## src/verilog/jsp_dims_pkg.sv

```systemverilog
package jsp_dims_pkg;

  ////////////////////////////////////////
  // Serial port data widths
  ////////////////////////////////////////

  // Byte moving between the data register and the FIFO
  typedef logic [7:0] jsp_byte_t;

  // Credit or byte count as reported by the FIFO
  typedef logic [3:0] jsp_count_t;  // Free space, bytes available, user count

  // Bit position inside the byte being shifted
  typedef logic [2:0] jsp_bit_idx_t;

  ////////////////////////////////////////
  // Bit positions
  ////////////////////////////////////////

  // Index of the last bit, byte complete on this shift
  localparam jsp_bit_idx_t byte_last_bit = 3'd7;

endpackage

```

## src/verilog/jsp_ctrl_pkg.sv

```systemverilog
package jsp_ctrl_pkg;

  // Write path sequencer, PC towards FIFO
  typedef enum logic [1:0] {
    wr_idle   = 2'b00,  // No session open
    wr_counts = 2'b01,  // Receiving user count byte
    wr_xfer   = 2'b10   // Receiving data bytes
  } wr_state_t;

  // Read path sequencer, FIFO towards PC
  typedef enum logic [1:0] {
    rd_idle   = 2'b00,  // No session open
    rd_counts = 2'b01,  // Sending status byte
    rd_rdack  = 2'b10,  // First bit of data byte, ack to FIFO
    rd_xfer   = 2'b11   // Remaining bits of data byte
  } rd_state_t;

endpackage

```

## src/verilog/jsp_credit_counter.sv

```systemverilog
module jsp_credit_counter (
  input  logic                    tck_i,
  input  logic                    rst_i,
  input  logic                    load_i,        // Take a fresh credit value
  input  jsp_dims_pkg::jsp_count_t load_value_i,
  input  logic                    dec_i,         // Spend one credit
  output logic                    zero_o         // No credit left
);

  import jsp_dims_pkg::*;

  jsp_count_t count_q;  // Remaining credits

  // Load has priority, a fresh session overrides any spend
  always_ff @(posedge tck_i or posedge rst_i) begin
    if (rst_i) begin
      count_q <= '0;
    end else if (load_i) begin
      count_q <= load_value_i;
    end else if (dec_i) begin
      count_q <= count_q - jsp_count_t'(1);
    end
  end

  // Combinational, seen by the sequencer in the same cycle
  assign zero_o = (count_q == '0);

endmodule

```

## src/verilog/jsp_wr_fsm.sv

```systemverilog
module jsp_wr_fsm #(
  parameter int dbg_datareg_len = 64
) (
  input  logic                       tck_i,
  input  logic                       rst_i,
  input  logic                       tdi_i,
  // TAP controls
  input  logic                       module_select_i,
  input  logic                       capture_dr_i,
  input  logic                       shift_dr_i,
  input  logic                       update_dr_i,
  input  logic [dbg_datareg_len-1:0] data_register_i,  // Shared DR, shifts right
  // Credit counters
  input  logic                       space_zero_i,
  input  logic                       user_zero_i,
  output logic                       space_load_o,
  output logic                       user_load_o,
  output jsp_dims_pkg::jsp_count_t   user_count_o,
  // FIFO write side
  output jsp_dims_pkg::jsp_byte_t    biu_di_o,
  output logic                       biu_wr_strobe_o
);

  import jsp_dims_pkg::*;
  import jsp_ctrl_pkg::*;

  wr_state_t    state_q, state_d;
  jsp_bit_idx_t bit_cnt_q;      // Bits received of current byte
  logic         bit_clr;
  logic         bit_inc;
  logic         byte_end;       // Shift of this cycle completes a byte
  logic         session_start;

  assign session_start = module_select_i & capture_dr_i;
  assign byte_end      = (bit_cnt_q == byte_last_bit);

  // Incoming byte, bit 7 still on TDI, bits 6..0 already in the top of the DR
  assign biu_di_o     = {tdi_i, data_register_i[dbg_datareg_len-1 -: 7]};
  assign user_count_o = biu_di_o[7:4];  // High nibble of count byte

  ////////////////////////////////////////
  // Registers
  ////////////////////////////////////////

  always_ff @(posedge tck_i or posedge rst_i) begin
    if (rst_i) begin
      state_q <= wr_idle;
    end else begin
      state_q <= state_d;
    end
  end

  always_ff @(posedge tck_i or posedge rst_i) begin
    if (rst_i) begin
      bit_cnt_q <= '0;
    end else if (bit_clr) begin
      bit_cnt_q <= '0;
    end else if (bit_inc) begin
      bit_cnt_q <= bit_cnt_q + jsp_bit_idx_t'(1);
    end
  end

  ////////////////////////////////////////
  // Next state
  ////////////////////////////////////////

  always_comb begin
    state_d = state_q;
    case (state_q)
      wr_idle: begin
        if (session_start) begin
          state_d = wr_counts;
        end
      end
      wr_counts: begin
        if (update_dr_i) begin
          state_d = wr_idle;
        end else if (shift_dr_i && byte_end) begin
          state_d = wr_xfer;  // Count byte done
        end
      end
      wr_xfer: begin
        if (update_dr_i) begin
          state_d = wr_idle;  // Session ends, stay here until then
        end
      end
      default: state_d = wr_idle;
    endcase
  end

  ////////////////////////////////////////
  // Mealy outputs
  ////////////////////////////////////////

  always_comb begin
    bit_clr         = 1'b0;
    bit_inc         = 1'b0;
    space_load_o    = 1'b0;
    user_load_o     = 1'b0;
    biu_wr_strobe_o = 1'b0;
    case (state_q)
      wr_idle: begin
        if (session_start) begin
          bit_clr      = 1'b1;
          space_load_o = 1'b1;  // Capture free space credits
        end
      end
      wr_counts: begin
        if (shift_dr_i) begin  // Pause and exit states leave everything
          bit_inc = 1'b1;
          if (byte_end) begin
            bit_clr     = 1'b1;
            user_load_o = 1'b1;
          end
        end
      end
      wr_xfer: begin
        if (shift_dr_i) begin
          bit_inc = 1'b1;
          if (byte_end) begin
            bit_clr = 1'b1;
            // Bytes beyond either credit are dropped
            biu_wr_strobe_o = ~(space_zero_i | user_zero_i);
          end
        end
      end
      default: begin
        bit_clr = 1'b1;
      end
    endcase
  end

endmodule

```

## src/verilog/jsp_rd_fsm.sv

```systemverilog
module jsp_rd_fsm (
  input  logic tck_i,
  input  logic rst_i,
  // TAP controls
  input  logic module_select_i,
  input  logic capture_dr_i,
  input  logic shift_dr_i,
  input  logic update_dr_i,
  // Bytes available credit
  input  logic bytes_zero_i,
  output logic bytes_load_o,
  output logic bytes_dec_o,
  // Output shifter control
  output logic out_load_o,
  output logic out_shift_o,
  output logic status_sel_o,    // Load status byte instead of FIFO data
  // FIFO read side
  output logic biu_rd_strobe_o  // Ack of the byte on biu_do
);

  import jsp_dims_pkg::*;
  import jsp_ctrl_pkg::*;

  rd_state_t    state_q, state_d;
  jsp_bit_idx_t bit_cnt_q;      // Bits sent of current byte
  logic         bit_clr;
  logic         bit_inc;
  logic         byte_end;
  logic         session_start;

  assign session_start = module_select_i & capture_dr_i;
  assign byte_end      = (bit_cnt_q == byte_last_bit);

  ////////////////////////////////////////
  // Registers
  ////////////////////////////////////////

  always_ff @(posedge tck_i or posedge rst_i) begin
    if (rst_i) begin
      state_q <= rd_idle;
    end else begin
      state_q <= state_d;
    end
  end

  always_ff @(posedge tck_i or posedge rst_i) begin
    if (rst_i) begin
      bit_cnt_q <= '0;
    end else if (bit_clr) begin
      bit_cnt_q <= '0;
    end else if (bit_inc) begin
      bit_cnt_q <= bit_cnt_q + jsp_bit_idx_t'(1);
    end
  end

  ////////////////////////////////////////
  // Next state
  ////////////////////////////////////////

  // All moves past idle wait for a shift cycle
  always_comb begin
    state_d = state_q;
    case (state_q)
      rd_idle: begin
        if (session_start) begin
          state_d = rd_counts;
        end
      end
      rd_counts, rd_xfer: begin
        if (update_dr_i) begin
          state_d = rd_idle;
        end else if (shift_dr_i && byte_end) begin
          state_d = rd_rdack;  // Next byte starts with its ack
        end
      end
      rd_rdack: begin
        if (update_dr_i) begin
          state_d = rd_idle;
        end else if (shift_dr_i) begin
          state_d = rd_xfer;
        end
      end
      default: state_d = rd_idle;
    endcase
  end

  ////////////////////////////////////////
  // Mealy outputs
  ////////////////////////////////////////

  always_comb begin
    bit_clr         = 1'b0;
    bit_inc         = 1'b0;
    bytes_load_o    = 1'b0;
    bytes_dec_o     = 1'b0;
    out_load_o      = 1'b0;
    out_shift_o     = 1'b0;
    status_sel_o    = 1'b0;
    biu_rd_strobe_o = 1'b0;
    case (state_q)
      rd_idle: begin
        if (session_start) begin
          bit_clr      = 1'b1;
          bytes_load_o = 1'b1;  // Capture bytes available
          out_load_o   = 1'b1;
          status_sel_o = 1'b1;  // Status byte goes out first
        end
      end
      rd_counts: begin
        if (shift_dr_i) begin
          bit_inc     = 1'b1;
          out_shift_o = 1'b1;
          if (byte_end) begin
            bit_clr = 1'b1;
            // First data byte latched here, ack comes in rd_rdack
            if (!bytes_zero_i) begin
              out_load_o  = 1'b1;
              out_shift_o = 1'b0;
            end
          end
        end
      end
      rd_rdack: begin
        if (shift_dr_i) begin
          bit_inc         = 1'b1;
          out_shift_o     = 1'b1;
          biu_rd_strobe_o = ~bytes_zero_i;  // Byte end never falls here
        end
      end
      rd_xfer: begin
        if (shift_dr_i) begin
          bit_inc     = 1'b1;
          out_shift_o = 1'b1;
          if (byte_end) begin
            bit_clr = 1'b1;
            if (!bytes_zero_i) begin
              out_load_o  = 1'b1;   // Next FIFO byte
              out_shift_o = 1'b0;
              bytes_dec_o = 1'b1;   // One data byte spent
            end
          end
        end
      end
      default: begin
        bit_clr = 1'b1;
      end
    endcase
  end

endmodule

```

## src/verilog/jsp_tx_shifter.sv

```systemverilog
module jsp_tx_shifter (
  input  logic                     tck_i,
  input  logic                     rst_i,
  input  logic                     load_i,
  input  logic                     shift_i,
  input  logic                     status_sel_i,       // 1 = status byte, 0 = FIFO data
  input  jsp_dims_pkg::jsp_byte_t  biu_do_i,
  input  jsp_dims_pkg::jsp_count_t bytes_available_i,
  input  jsp_dims_pkg::jsp_count_t space_available_i,
  output logic                     tdo_o
);

  import jsp_dims_pkg::*;

  jsp_byte_t shift_q;    // Byte being sent, lsb first
  jsp_byte_t load_byte;

  // Status byte, bytes available high, free space low
  assign load_byte = status_sel_i ? {bytes_available_i, space_available_i} : biu_do_i;

  always_ff @(posedge tck_i or posedge rst_i) begin
    if (rst_i) begin
      shift_q <= '0;
    end else if (load_i) begin
      shift_q <= load_byte;
    end else if (shift_i) begin
      shift_q <= {1'b0, shift_q[$bits(jsp_byte_t)-1:1]};  // Zero fill from the top
    end
  end

  assign tdo_o = shift_q[0];

endmodule

```

## src/verilog/jsp_core.sv

```systemverilog
module jsp_core #(
  parameter int dbg_datareg_len = 64
) (
  input  logic                       tck_i,
  input  logic                       rst_i,
  // JTAG
  input  logic                       tdi_i,
  output logic                       module_tdo_o,
  // TAP states
  input  logic                       capture_dr_i,
  input  logic                       shift_dr_i,
  input  logic                       update_dr_i,
  input  logic                       module_select_i,
  input  logic [dbg_datareg_len-1:0] data_register_i,  // Shared with the other debug modules
  // FIFO side
  input  jsp_dims_pkg::jsp_byte_t    biu_do_i,
  input  jsp_dims_pkg::jsp_count_t   biu_space_available_i,
  input  jsp_dims_pkg::jsp_count_t   biu_bytes_available_i,
  output jsp_dims_pkg::jsp_byte_t    biu_di_o,
  output logic                       biu_wr_strobe_o,   // FIFO latches biu_di_o
  output logic                       biu_rd_strobe_o    // FIFO advances past biu_do_i
);

  import jsp_dims_pkg::*;

  // Write path
  logic       space_load;
  logic       space_zero;
  logic       user_load;
  logic       user_zero;
  jsp_count_t user_count;

  // Read path
  logic       bytes_load;
  logic       bytes_dec;
  logic       bytes_zero;
  logic       out_load;
  logic       out_shift;
  logic       status_sel;

  ////////////////////////////////////////
  // PC to FIFO
  ////////////////////////////////////////

  jsp_wr_fsm #(
    .dbg_datareg_len (dbg_datareg_len)
  ) u_wr_fsm (
    .tck_i           (tck_i),
    .rst_i           (rst_i),
    .tdi_i           (tdi_i),
    .module_select_i (module_select_i),
    .capture_dr_i    (capture_dr_i),
    .shift_dr_i      (shift_dr_i),
    .update_dr_i     (update_dr_i),
    .data_register_i (data_register_i),
    .space_zero_i    (space_zero),
    .user_zero_i     (user_zero),
    .space_load_o    (space_load),
    .user_load_o     (user_load),
    .user_count_o    (user_count),
    .biu_di_o        (biu_di_o),
    .biu_wr_strobe_o (biu_wr_strobe_o)
  );

  // Each write strobe spends one credit from both counts
  jsp_credit_counter u_space_cnt (
    .tck_i        (tck_i),
    .rst_i        (rst_i),
    .load_i       (space_load),
    .load_value_i (biu_space_available_i),
    .dec_i        (biu_wr_strobe_o),
    .zero_o       (space_zero)
  );

  jsp_credit_counter u_user_cnt (
    .tck_i        (tck_i),
    .rst_i        (rst_i),
    .load_i       (user_load),
    .load_value_i (user_count),
    .dec_i        (biu_wr_strobe_o),
    .zero_o       (user_zero)
  );

  ////////////////////////////////////////
  // FIFO to PC
  ////////////////////////////////////////

  jsp_rd_fsm u_rd_fsm (
    .tck_i           (tck_i),
    .rst_i           (rst_i),
    .module_select_i (module_select_i),
    .capture_dr_i    (capture_dr_i),
    .shift_dr_i      (shift_dr_i),
    .update_dr_i     (update_dr_i),
    .bytes_zero_i    (bytes_zero),
    .bytes_load_o    (bytes_load),
    .bytes_dec_o     (bytes_dec),
    .out_load_o      (out_load),
    .out_shift_o     (out_shift),
    .status_sel_o    (status_sel),
    .biu_rd_strobe_o (biu_rd_strobe_o)
  );

  jsp_credit_counter u_bytes_cnt (
    .tck_i        (tck_i),
    .rst_i        (rst_i),
    .load_i       (bytes_load),
    .load_value_i (biu_bytes_available_i),
    .dec_i        (bytes_dec),
    .zero_o       (bytes_zero)
  );

  jsp_tx_shifter u_tx_shifter (
    .tck_i             (tck_i),
    .rst_i             (rst_i),
    .load_i            (out_load),
    .shift_i           (out_shift),
    .status_sel_i      (status_sel),
    .biu_do_i          (biu_do_i),
    .bytes_available_i (biu_bytes_available_i),
    .space_available_i (biu_space_available_i),
    .tdo_o             (module_tdo_o)
  );

endmodule

```

## config.mk

```make
export PLATFORM = sky130hd
export DESIGN_NAME = jsp_core
export DESIGN_NICKNAME = d
export VERILOG_FILES = /design/src/verilog/jsp_dims_pkg.sv /design/src/verilog/jsp_ctrl_pkg.sv /design/src/verilog/jsp_credit_counter.sv /design/src/verilog/jsp_wr_fsm.sv /design/src/verilog/jsp_rd_fsm.sv /design/src/verilog/jsp_tx_shifter.sv /design/src/verilog/jsp_core.sv
export SDC_FILE = /design/constraint.sdc
export NUM_CORES = 1
export LEC_CHECK = 0
export BUFFER_PORTS_ARGS = -buffer_cell sky130_fd_sc_hd__buf_2
export CORE_AREA = 2 2 82 92
export CTS_BUF_LIST = sky130_fd_sc_hd__clkbuf_4
export DETAILED_ROUTE_END_ITERATION = 16
export DIE_AREA = 0 0 84 94
export HOLD_SLACK_MARGIN = 0.15
export PLACE_DENSITY = 0.48
export SYNTH_ARGS = -nofsm -noshare
export SYNTH_HDL_FRONTEND = slang
export SYNTH_SLANG_ARGS = --single-unit
```

## constraint.sdc

```tcl
create_clock -name tck_i -period 2.6 [get_ports tck_i]
set_clock_uncertainty 0.1 [all_clocks]
set_input_delay 0.13 -clock tck_i [delete_from_list [all_inputs] [get_ports tck_i]]
set_output_delay 0.13 -clock tck_i [all_outputs]
set_load 0.02 [all_outputs]
```

== Word level (Yosys, flattened, before mapping) ==
Cells that the tools add are included.
Word-level totals
  logic and storage cells: 98
  bits in registers: 30
  ROM bits: 0
  memory bits (writable): 0
  latch bits: 0
  memories kept: 0
Operators by class
  mux-type cells: 50
  order comparisons: 0
  multiply operators: 0
  reductions and logical operators: 18
  div/mod/pow operators: 0
  equal/unequal tests: 13
  bitwise operators: 4
  shifts and indexed selects: 0
  $add $sub $neg: 5
Operators with widths (number)
  2-to-1 mux 4 bit: 6
  2-to-1 mux 8 bit: 3
  2-to-1 mux 1 bit: 23
  2-to-1 mux 2 bit: 8
  logical NOT 4 bit: 3
  2-to-1 mux 3 bit: 4
  case mux 2 bit (3 select lines): 2
  nonzero test 2 bit: 6
  subtractor 4 x 1 -> 4 bit, second input constant: 3
  case mux 1 bit (2 select lines): 4
  adder 3 x 1 -> 3 bit, second input constant: 2
  == test 2 bit, second input constant: 3
  == test 3 bit, second input constant: 2
  AND reduction 3 bit: 2
  == test 2 x 1 -> 1 bit, second input constant: 2
  logical NOT 2 bit: 2
  inequality test 2 x 1 -> 1 bit, second input constant: 2
  OR reduction 2 bit: 2
  inequality test 3 x 1 -> 1 bit, second input constant: 1
  inequality test 3 x 2 -> 1 bit, second input constant: 1
  inequality test 3 bit, second input constant: 1
  OR reduction 3 bit: 1
  logical AND 1 bit: 2
  inequality test 2 bit, second input constant: 1
  3 further kinds: 4

== Longest topological paths before layout ==
  depth in word-level cells: 8
  gate-level depth with buffers: 6
  depth with buffers taken out: 6

== Modules after synthesis ==
Synthesis repeated with hierarchy kept, for this count alone.
Second synthesis, totals
  cells, all modules: 189
  area, all modules: 1945.6 um^2
Modules (own cells, without submodules)
  jsp_credit_counter: instances 3, cells an instance 23, area an instance 231.5 um^2, seq. area each 100.1 um^2
  jsp_wr_fsm: instances 1, cells an instance 51, area an instance 475.5 um^2, seq. area each 125.1 um^2
  jsp_tx_shifter: instances 1, cells an instance 36, area an instance 464.2 um^2, seq. area each 200.2 um^2
  jsp_rd_fsm: instances 1, cells an instance 33, area an instance 311.5 um^2, seq. area each 125.1 um^2

== Least setup slack after synthesis ==
Ideal clock, no wire load.
  path type: flip-flop to flip-flop
  start point: reg u_wr_fsm.bit_cnt_q[0]
  end point: reg u_space_cnt.count_q[1]
  buffers on the path: 0
  cell stages (with the launch flop): 7
  library setup time: 0.125 ns
  data arrival time: 1.628 ns
  setup slack: 0.747 ns
  clock period less this slack: 1.853 ns
  cell sequence: dfrtp_1 > ha_1 > ha_1 > nand3_2 > nor3_4 > mux2i_1 > mux2_4
On the way
  cells in the longest elaborated chain, start to end: 5
Ends and longest elaborated chain
  from (decl): RTL line jsp_wr_fsm.sv:28  | jsp_bit_idx_t bit_cnt_q;
  from (signal assigned): RTL line jsp_wr_fsm.sv:59  | bit_cnt_q <= bit_cnt_q + jsp_bit_idx_t'(1);
  == test 3 bit: RTL line jsp_wr_fsm.sv:35  | assign byte_end = (bit_cnt_q == byte_last_bit);
  2-to-1 mux 1 bit: RTL line jsp_wr_fsm.sv:120  | if (byte_end) begin
  2-to-1 mux 1 bit: RTL line jsp_wr_fsm.sv:118  | if (shift_dr_i) begin
  2-to-1 mux 1 bit: RTL line jsp_wr_fsm.sv:101  | case (state_q)
  named net biu_wr_strobe_o: RTL line jsp_core.sv:20  | output logic biu_wr_strobe_o,
  nonzero test 2 bit (no source line)
  to (signal assigned): RTL line jsp_credit_counter.sv:19  | count_q <= load_value_i;
  to (signal assigned): RTL line jsp_credit_counter.sv:21  | count_q <= count_q - jsp_count_t'(1);
  to (decl): RTL line jsp_credit_counter.sv:12  | jsp_count_t count_q;
The timed path passes the listed nets, and every way through them passes these cells.
A chain may end at the register's enable or synchronous reset.

== Worst setup path after layout ==
  start point: reg u_bytes_cnt.count_q[0]
  end point: reg u_tx_shifter.shift_q[6]
On the way
  cells in the longest elaborated chain, start to end: 6
  elaborated cells on any way between the ends: 11
  those cells by class: 9 x mux; 2 x reduce/logical
Ends and longest elaborated chain
  from (decl): RTL line jsp_credit_counter.sv:12
  from (signal assigned): RTL line jsp_credit_counter.sv:19
  from (signal assigned): RTL line jsp_credit_counter.sv:21
  logical NOT 4 bit (*): RTL line jsp_credit_counter.sv:26  | assign zero_o = (count_q == '0);
  2-to-1 mux 1 bit: RTL line jsp_rd_fsm.sv:116, jsp_rd_fsm.sv:136
  2-to-1 mux 1 bit: RTL line jsp_rd_fsm.sv:113  | if (byte_end) begin
  2-to-1 mux 1 bit (on tied branches): RTL line jsp_rd_fsm.sv:131, jsp_rd_fsm.sv:110
  case mux 1 bit (2 select lines): RTL line jsp_rd_fsm.sv:100  | case (state_q)
  2-to-1 mux 8 bit / nonzero test 2 bit (equally long branches)
  to (signal assigned): RTL line jsp_tx_shifter.sv:25  | shift_q <= load_byte;
  to (signal assigned): RTL line jsp_tx_shifter.sv:27  | shift_q <= {1'b0, shift_q[$bits(jsp_byte_t)-1:1]};
  to (decl): RTL line jsp_tx_shifter.sv:15  | jsp_byte_t shift_q;
Mark *: on every way between the ends. The rest lies on a longest branch, timed or not.

==> run summary <==
run status: complete, no violations
n_diodes: 0
Data required, critical path: 2.73 ns
r2r setup slk: 0.31 ns
DRT Wirelength: 4100 um
CP max FO: 7
port bufs: 32
Layout area overhead: 30.0%
Final Critical Period: 2.29 ns
GRT Overall Usage: 0.108
leading register cell type out of synthesis: dfrtp_1
r2r startpoint: u_bytes_cnt.count_q[0]$_DFFE_PP0P_
commonest non-fill, non-tap cell in the layout: buf_2
final hold violations: 0
Die Area: 0.00790 mm^2
via/cell ratio: 4.55
Sum Neg Setup Slack: 0 ns
DR WL met2: 1930 um
cell area after layout: 0.00236 mm^2
I/O pins: 98
row cnt: 32
total power draw: 1.65 mW
largest net degree at the start of global routing: 31
share of cells above drive strength 1: 0.232
Min-Delay Path Class: input port to flop
Yosys top cell by area: dfrtp_1
Mapped Area: 0.00182 mm^2
DR vias: 1483
number of setup violations in the final report: 0
critical path startpoint category: flop
placer congestion estimate: 0.736
LEAKAGE: 1.07 nW
Crit Path Class: flop to flop
Worst EP arrival: 2.42 ns
Mapped Avg Cell Area: 9.87 um^2
post-synth top area share: 0.414
placed cell area: 0.00202 mm^2
Post-synth ARST share: 1.00
WL/cell: 12.6 um
Top Layer Used: met4
metal1 wirelength: 1950 um
fmax: 436 MHz
Reg2Reg Depth: 7
clock buffer depth: 2
Synth Register Bits: 30
EDFF count, synth: 0
Synth Instances: 184
post-route ant nets: 0
htree depth: 2
main area contributors after synthesis: dfrtp_1 41%, ha_1 8.3%, a21oi_1 4.4%
Net Count, Synth: 283
clk sinks: 30
Yosys Warn Count: 0
Distinct cells, synth: 45
initial antenna violation count: 0
core area: 0.00693 mm^2
Crit Reg-Reg Endpoint: u_tx_shifter.shift_q[6]$_DFFE_PP0P_
Multi-input gate area: 937 um^2
drt first-iter violations: 53
Fillers: 733
dpl hpwl: 2840 um
Final #Nets: 339
Hold Slack: 0.156 ns
Routed met3 length: 109 um
grt total ovfl: 0
maximum vdd drop: 0.242 mV
Die Ht: 94 um
first-pass GRT wire length: 6680 um
Inserted Clock Buffers: 5
fin crit share: 0.883
vias in the first global route: 1441
hold path depth: 3
Root Buffer: clkbuf_4
Initial DRT Pass Iterations: 4
Post-CTS Setup Inserts: 0
max_cap viols: 0
Finished Core Util: 0.341
hold_sp: biu_do_i[0]
RSZ-0062 raised after global routing: no
Initial Util: 0.262
storage element area: 751 um^2
crit end category: flop
post-synthesis sequential area ratio: 0.414
number of remaining DRC errors: 0
CTS tree: built
end of the worst hold path: u_tx_shifter.shift_q[0]$_DFFE_PP0P_
Die X: 84 um
max_slew headroom: 0.661
insertion delay to the later sink of the worst-skew pair: 0.34 ns
most frequent cells in the layout: 32 x buf_2, 30 x dfrtp_1, 26 x dlygate4sd3_1
power density over the cells: 698 mW/mm^2
Worst-path clk slew: 0.10 ns
fin. max-slew vios: 0
worst slew pin tran: 0.505 ns
[flip-flops by register name, summed over array words and instances, names as in the netlist]
name / cells
u_tx_shifter.shift_q: 8
u_bytes_cnt.count_q: 4
u_space_cnt.count_q: 4
u_user_cnt.count_q: 4
u_rd_fsm.bit_cnt_q: 3
u_wr_fsm.bit_cnt_q: 3
u_rd_fsm.state_q: 2
u_wr_fsm.state_q: 2
[layer usage]
layer  vias to the layer above  global-route usage
li1                        762                   -
met5                         -                   0
met3                        10              0.0202
met2                        22               0.175
met4                         0              0.0578
met1                       689               0.136
[metrics by stage]
| stage | cells | worst slack [ns] |
|---|---|---|
| after global routing | 326 | 0.150 |
| final | 326 | 0.305 |
| after CTS | 326 | 0.295 |
| after floorplan | 184 | 0.747 |
| after detailed placement | 292 | 0.709 |
| after global placement | 292 | 0.708 |
[report_power, final]
part / switching [mW] / internal (mW) / leakage (nW) / total [mW]
registers: 0.111 / 0.605 / 0.364 / 0.716
logic: 0.264 / 0.289 / 0.661 / 0.552
clock network: 0.180 / 0.199 / 0.0450 / 0.379
[worst max-delay path: stages, from the launching register on]
cell,delay (ns)
dfrtp_1,0.42
inv_1,0.07
ha_1,0.18
nor3b_4,0.38
nor2_4,0.13
a221oi_1,0.26
a21oi_1,0.09
dlygate4sd3_1,0.56
[timing repair]
action / in CTS / in global routing
hold buffers: 26 / 0
endpoints found under the hold margin: 55 / 0
resized for setup: 0 / 0
[worst max path at each step]
stage	slack [ns]	to	start	cells after the start
global route	0.15	u_tx_shifter.shift_q[7]$_DFFE_PP0P_	u_bytes_cnt.count_q[0]$_DFFE_PP0P_	7
detailed placement	0.71	u_user_cnt.count_q[3]$_DFFE_PP0P_	u_wr_fsm.bit_cnt_q[0]$_DFFE_PP0P_	6
finish	0.31	u_tx_shifter.shift_q[6]$_DFFE_PP0P_	u_bytes_cnt.count_q[0]$_DFFE_PP0P_	7
floorplan	0.75	u_space_cnt.count_q[1]$_DFFE_PP0P_	u_wr_fsm.bit_cnt_q[0]$_DFFE_PP0P_	6
CTS	0.29	u_tx_shifter.shift_q[6]$_DFFE_PP0P_	u_bytes_cnt.count_q[0]$_DFFE_PP0P_	7
global placement	0.71	u_user_cnt.count_q[1]$_DFFE_PP0P_	u_wr_fsm.bit_cnt_q[0]$_DFFE_PP0P_	6
[layout make-up]
cell class	instances	area share
Multi-Input combinational cell	130	0.397
Clock inverter	3	0.0170
Timing Repair Buffer	61	0.188
Clock buffer	5	0.0159
Tap cell	85	0.0451
Sequential cell	30	0.318
Inverter	12	0.0191
[cell usage after synthesis (2+ instances only)]
master,count
nor3_2,2
inv_1,12
nand2_1,19
o21a_1,2
a31oi_1,3
nor2_1,14
mux2_2,2
buf_4,9
buf_2,3
mux2_4,2
nand3_1,6
nor3_1,3
o21ai_1,2
ha_1,12
nand4b_1,2
o21ai_0,2
a221oi_1,3
dfrtp_1,30
mux2i_1,7
a21oi_1,16
xnor2_1,6
o22ai_1,4
[kinds of logic after synthesis]
| family | after synthesis | share of synthesized area |
|---|---|---|
| buffers and inverters | 24 | 0.0703 |
| and+or+nand+nor | 60 | 0.193 |
| muxes | 11 | 0.0675 |
| DFF | 30 | 0.414 |
| AOI/OAI and AO/OA | 40 | 0.139 |
| adders and majority gates | 12 | 0.0827 |
| xor gates and xnor gates | 7 | 0.0338 |
No activity file was read; power rests on OpenSTA's default activity.
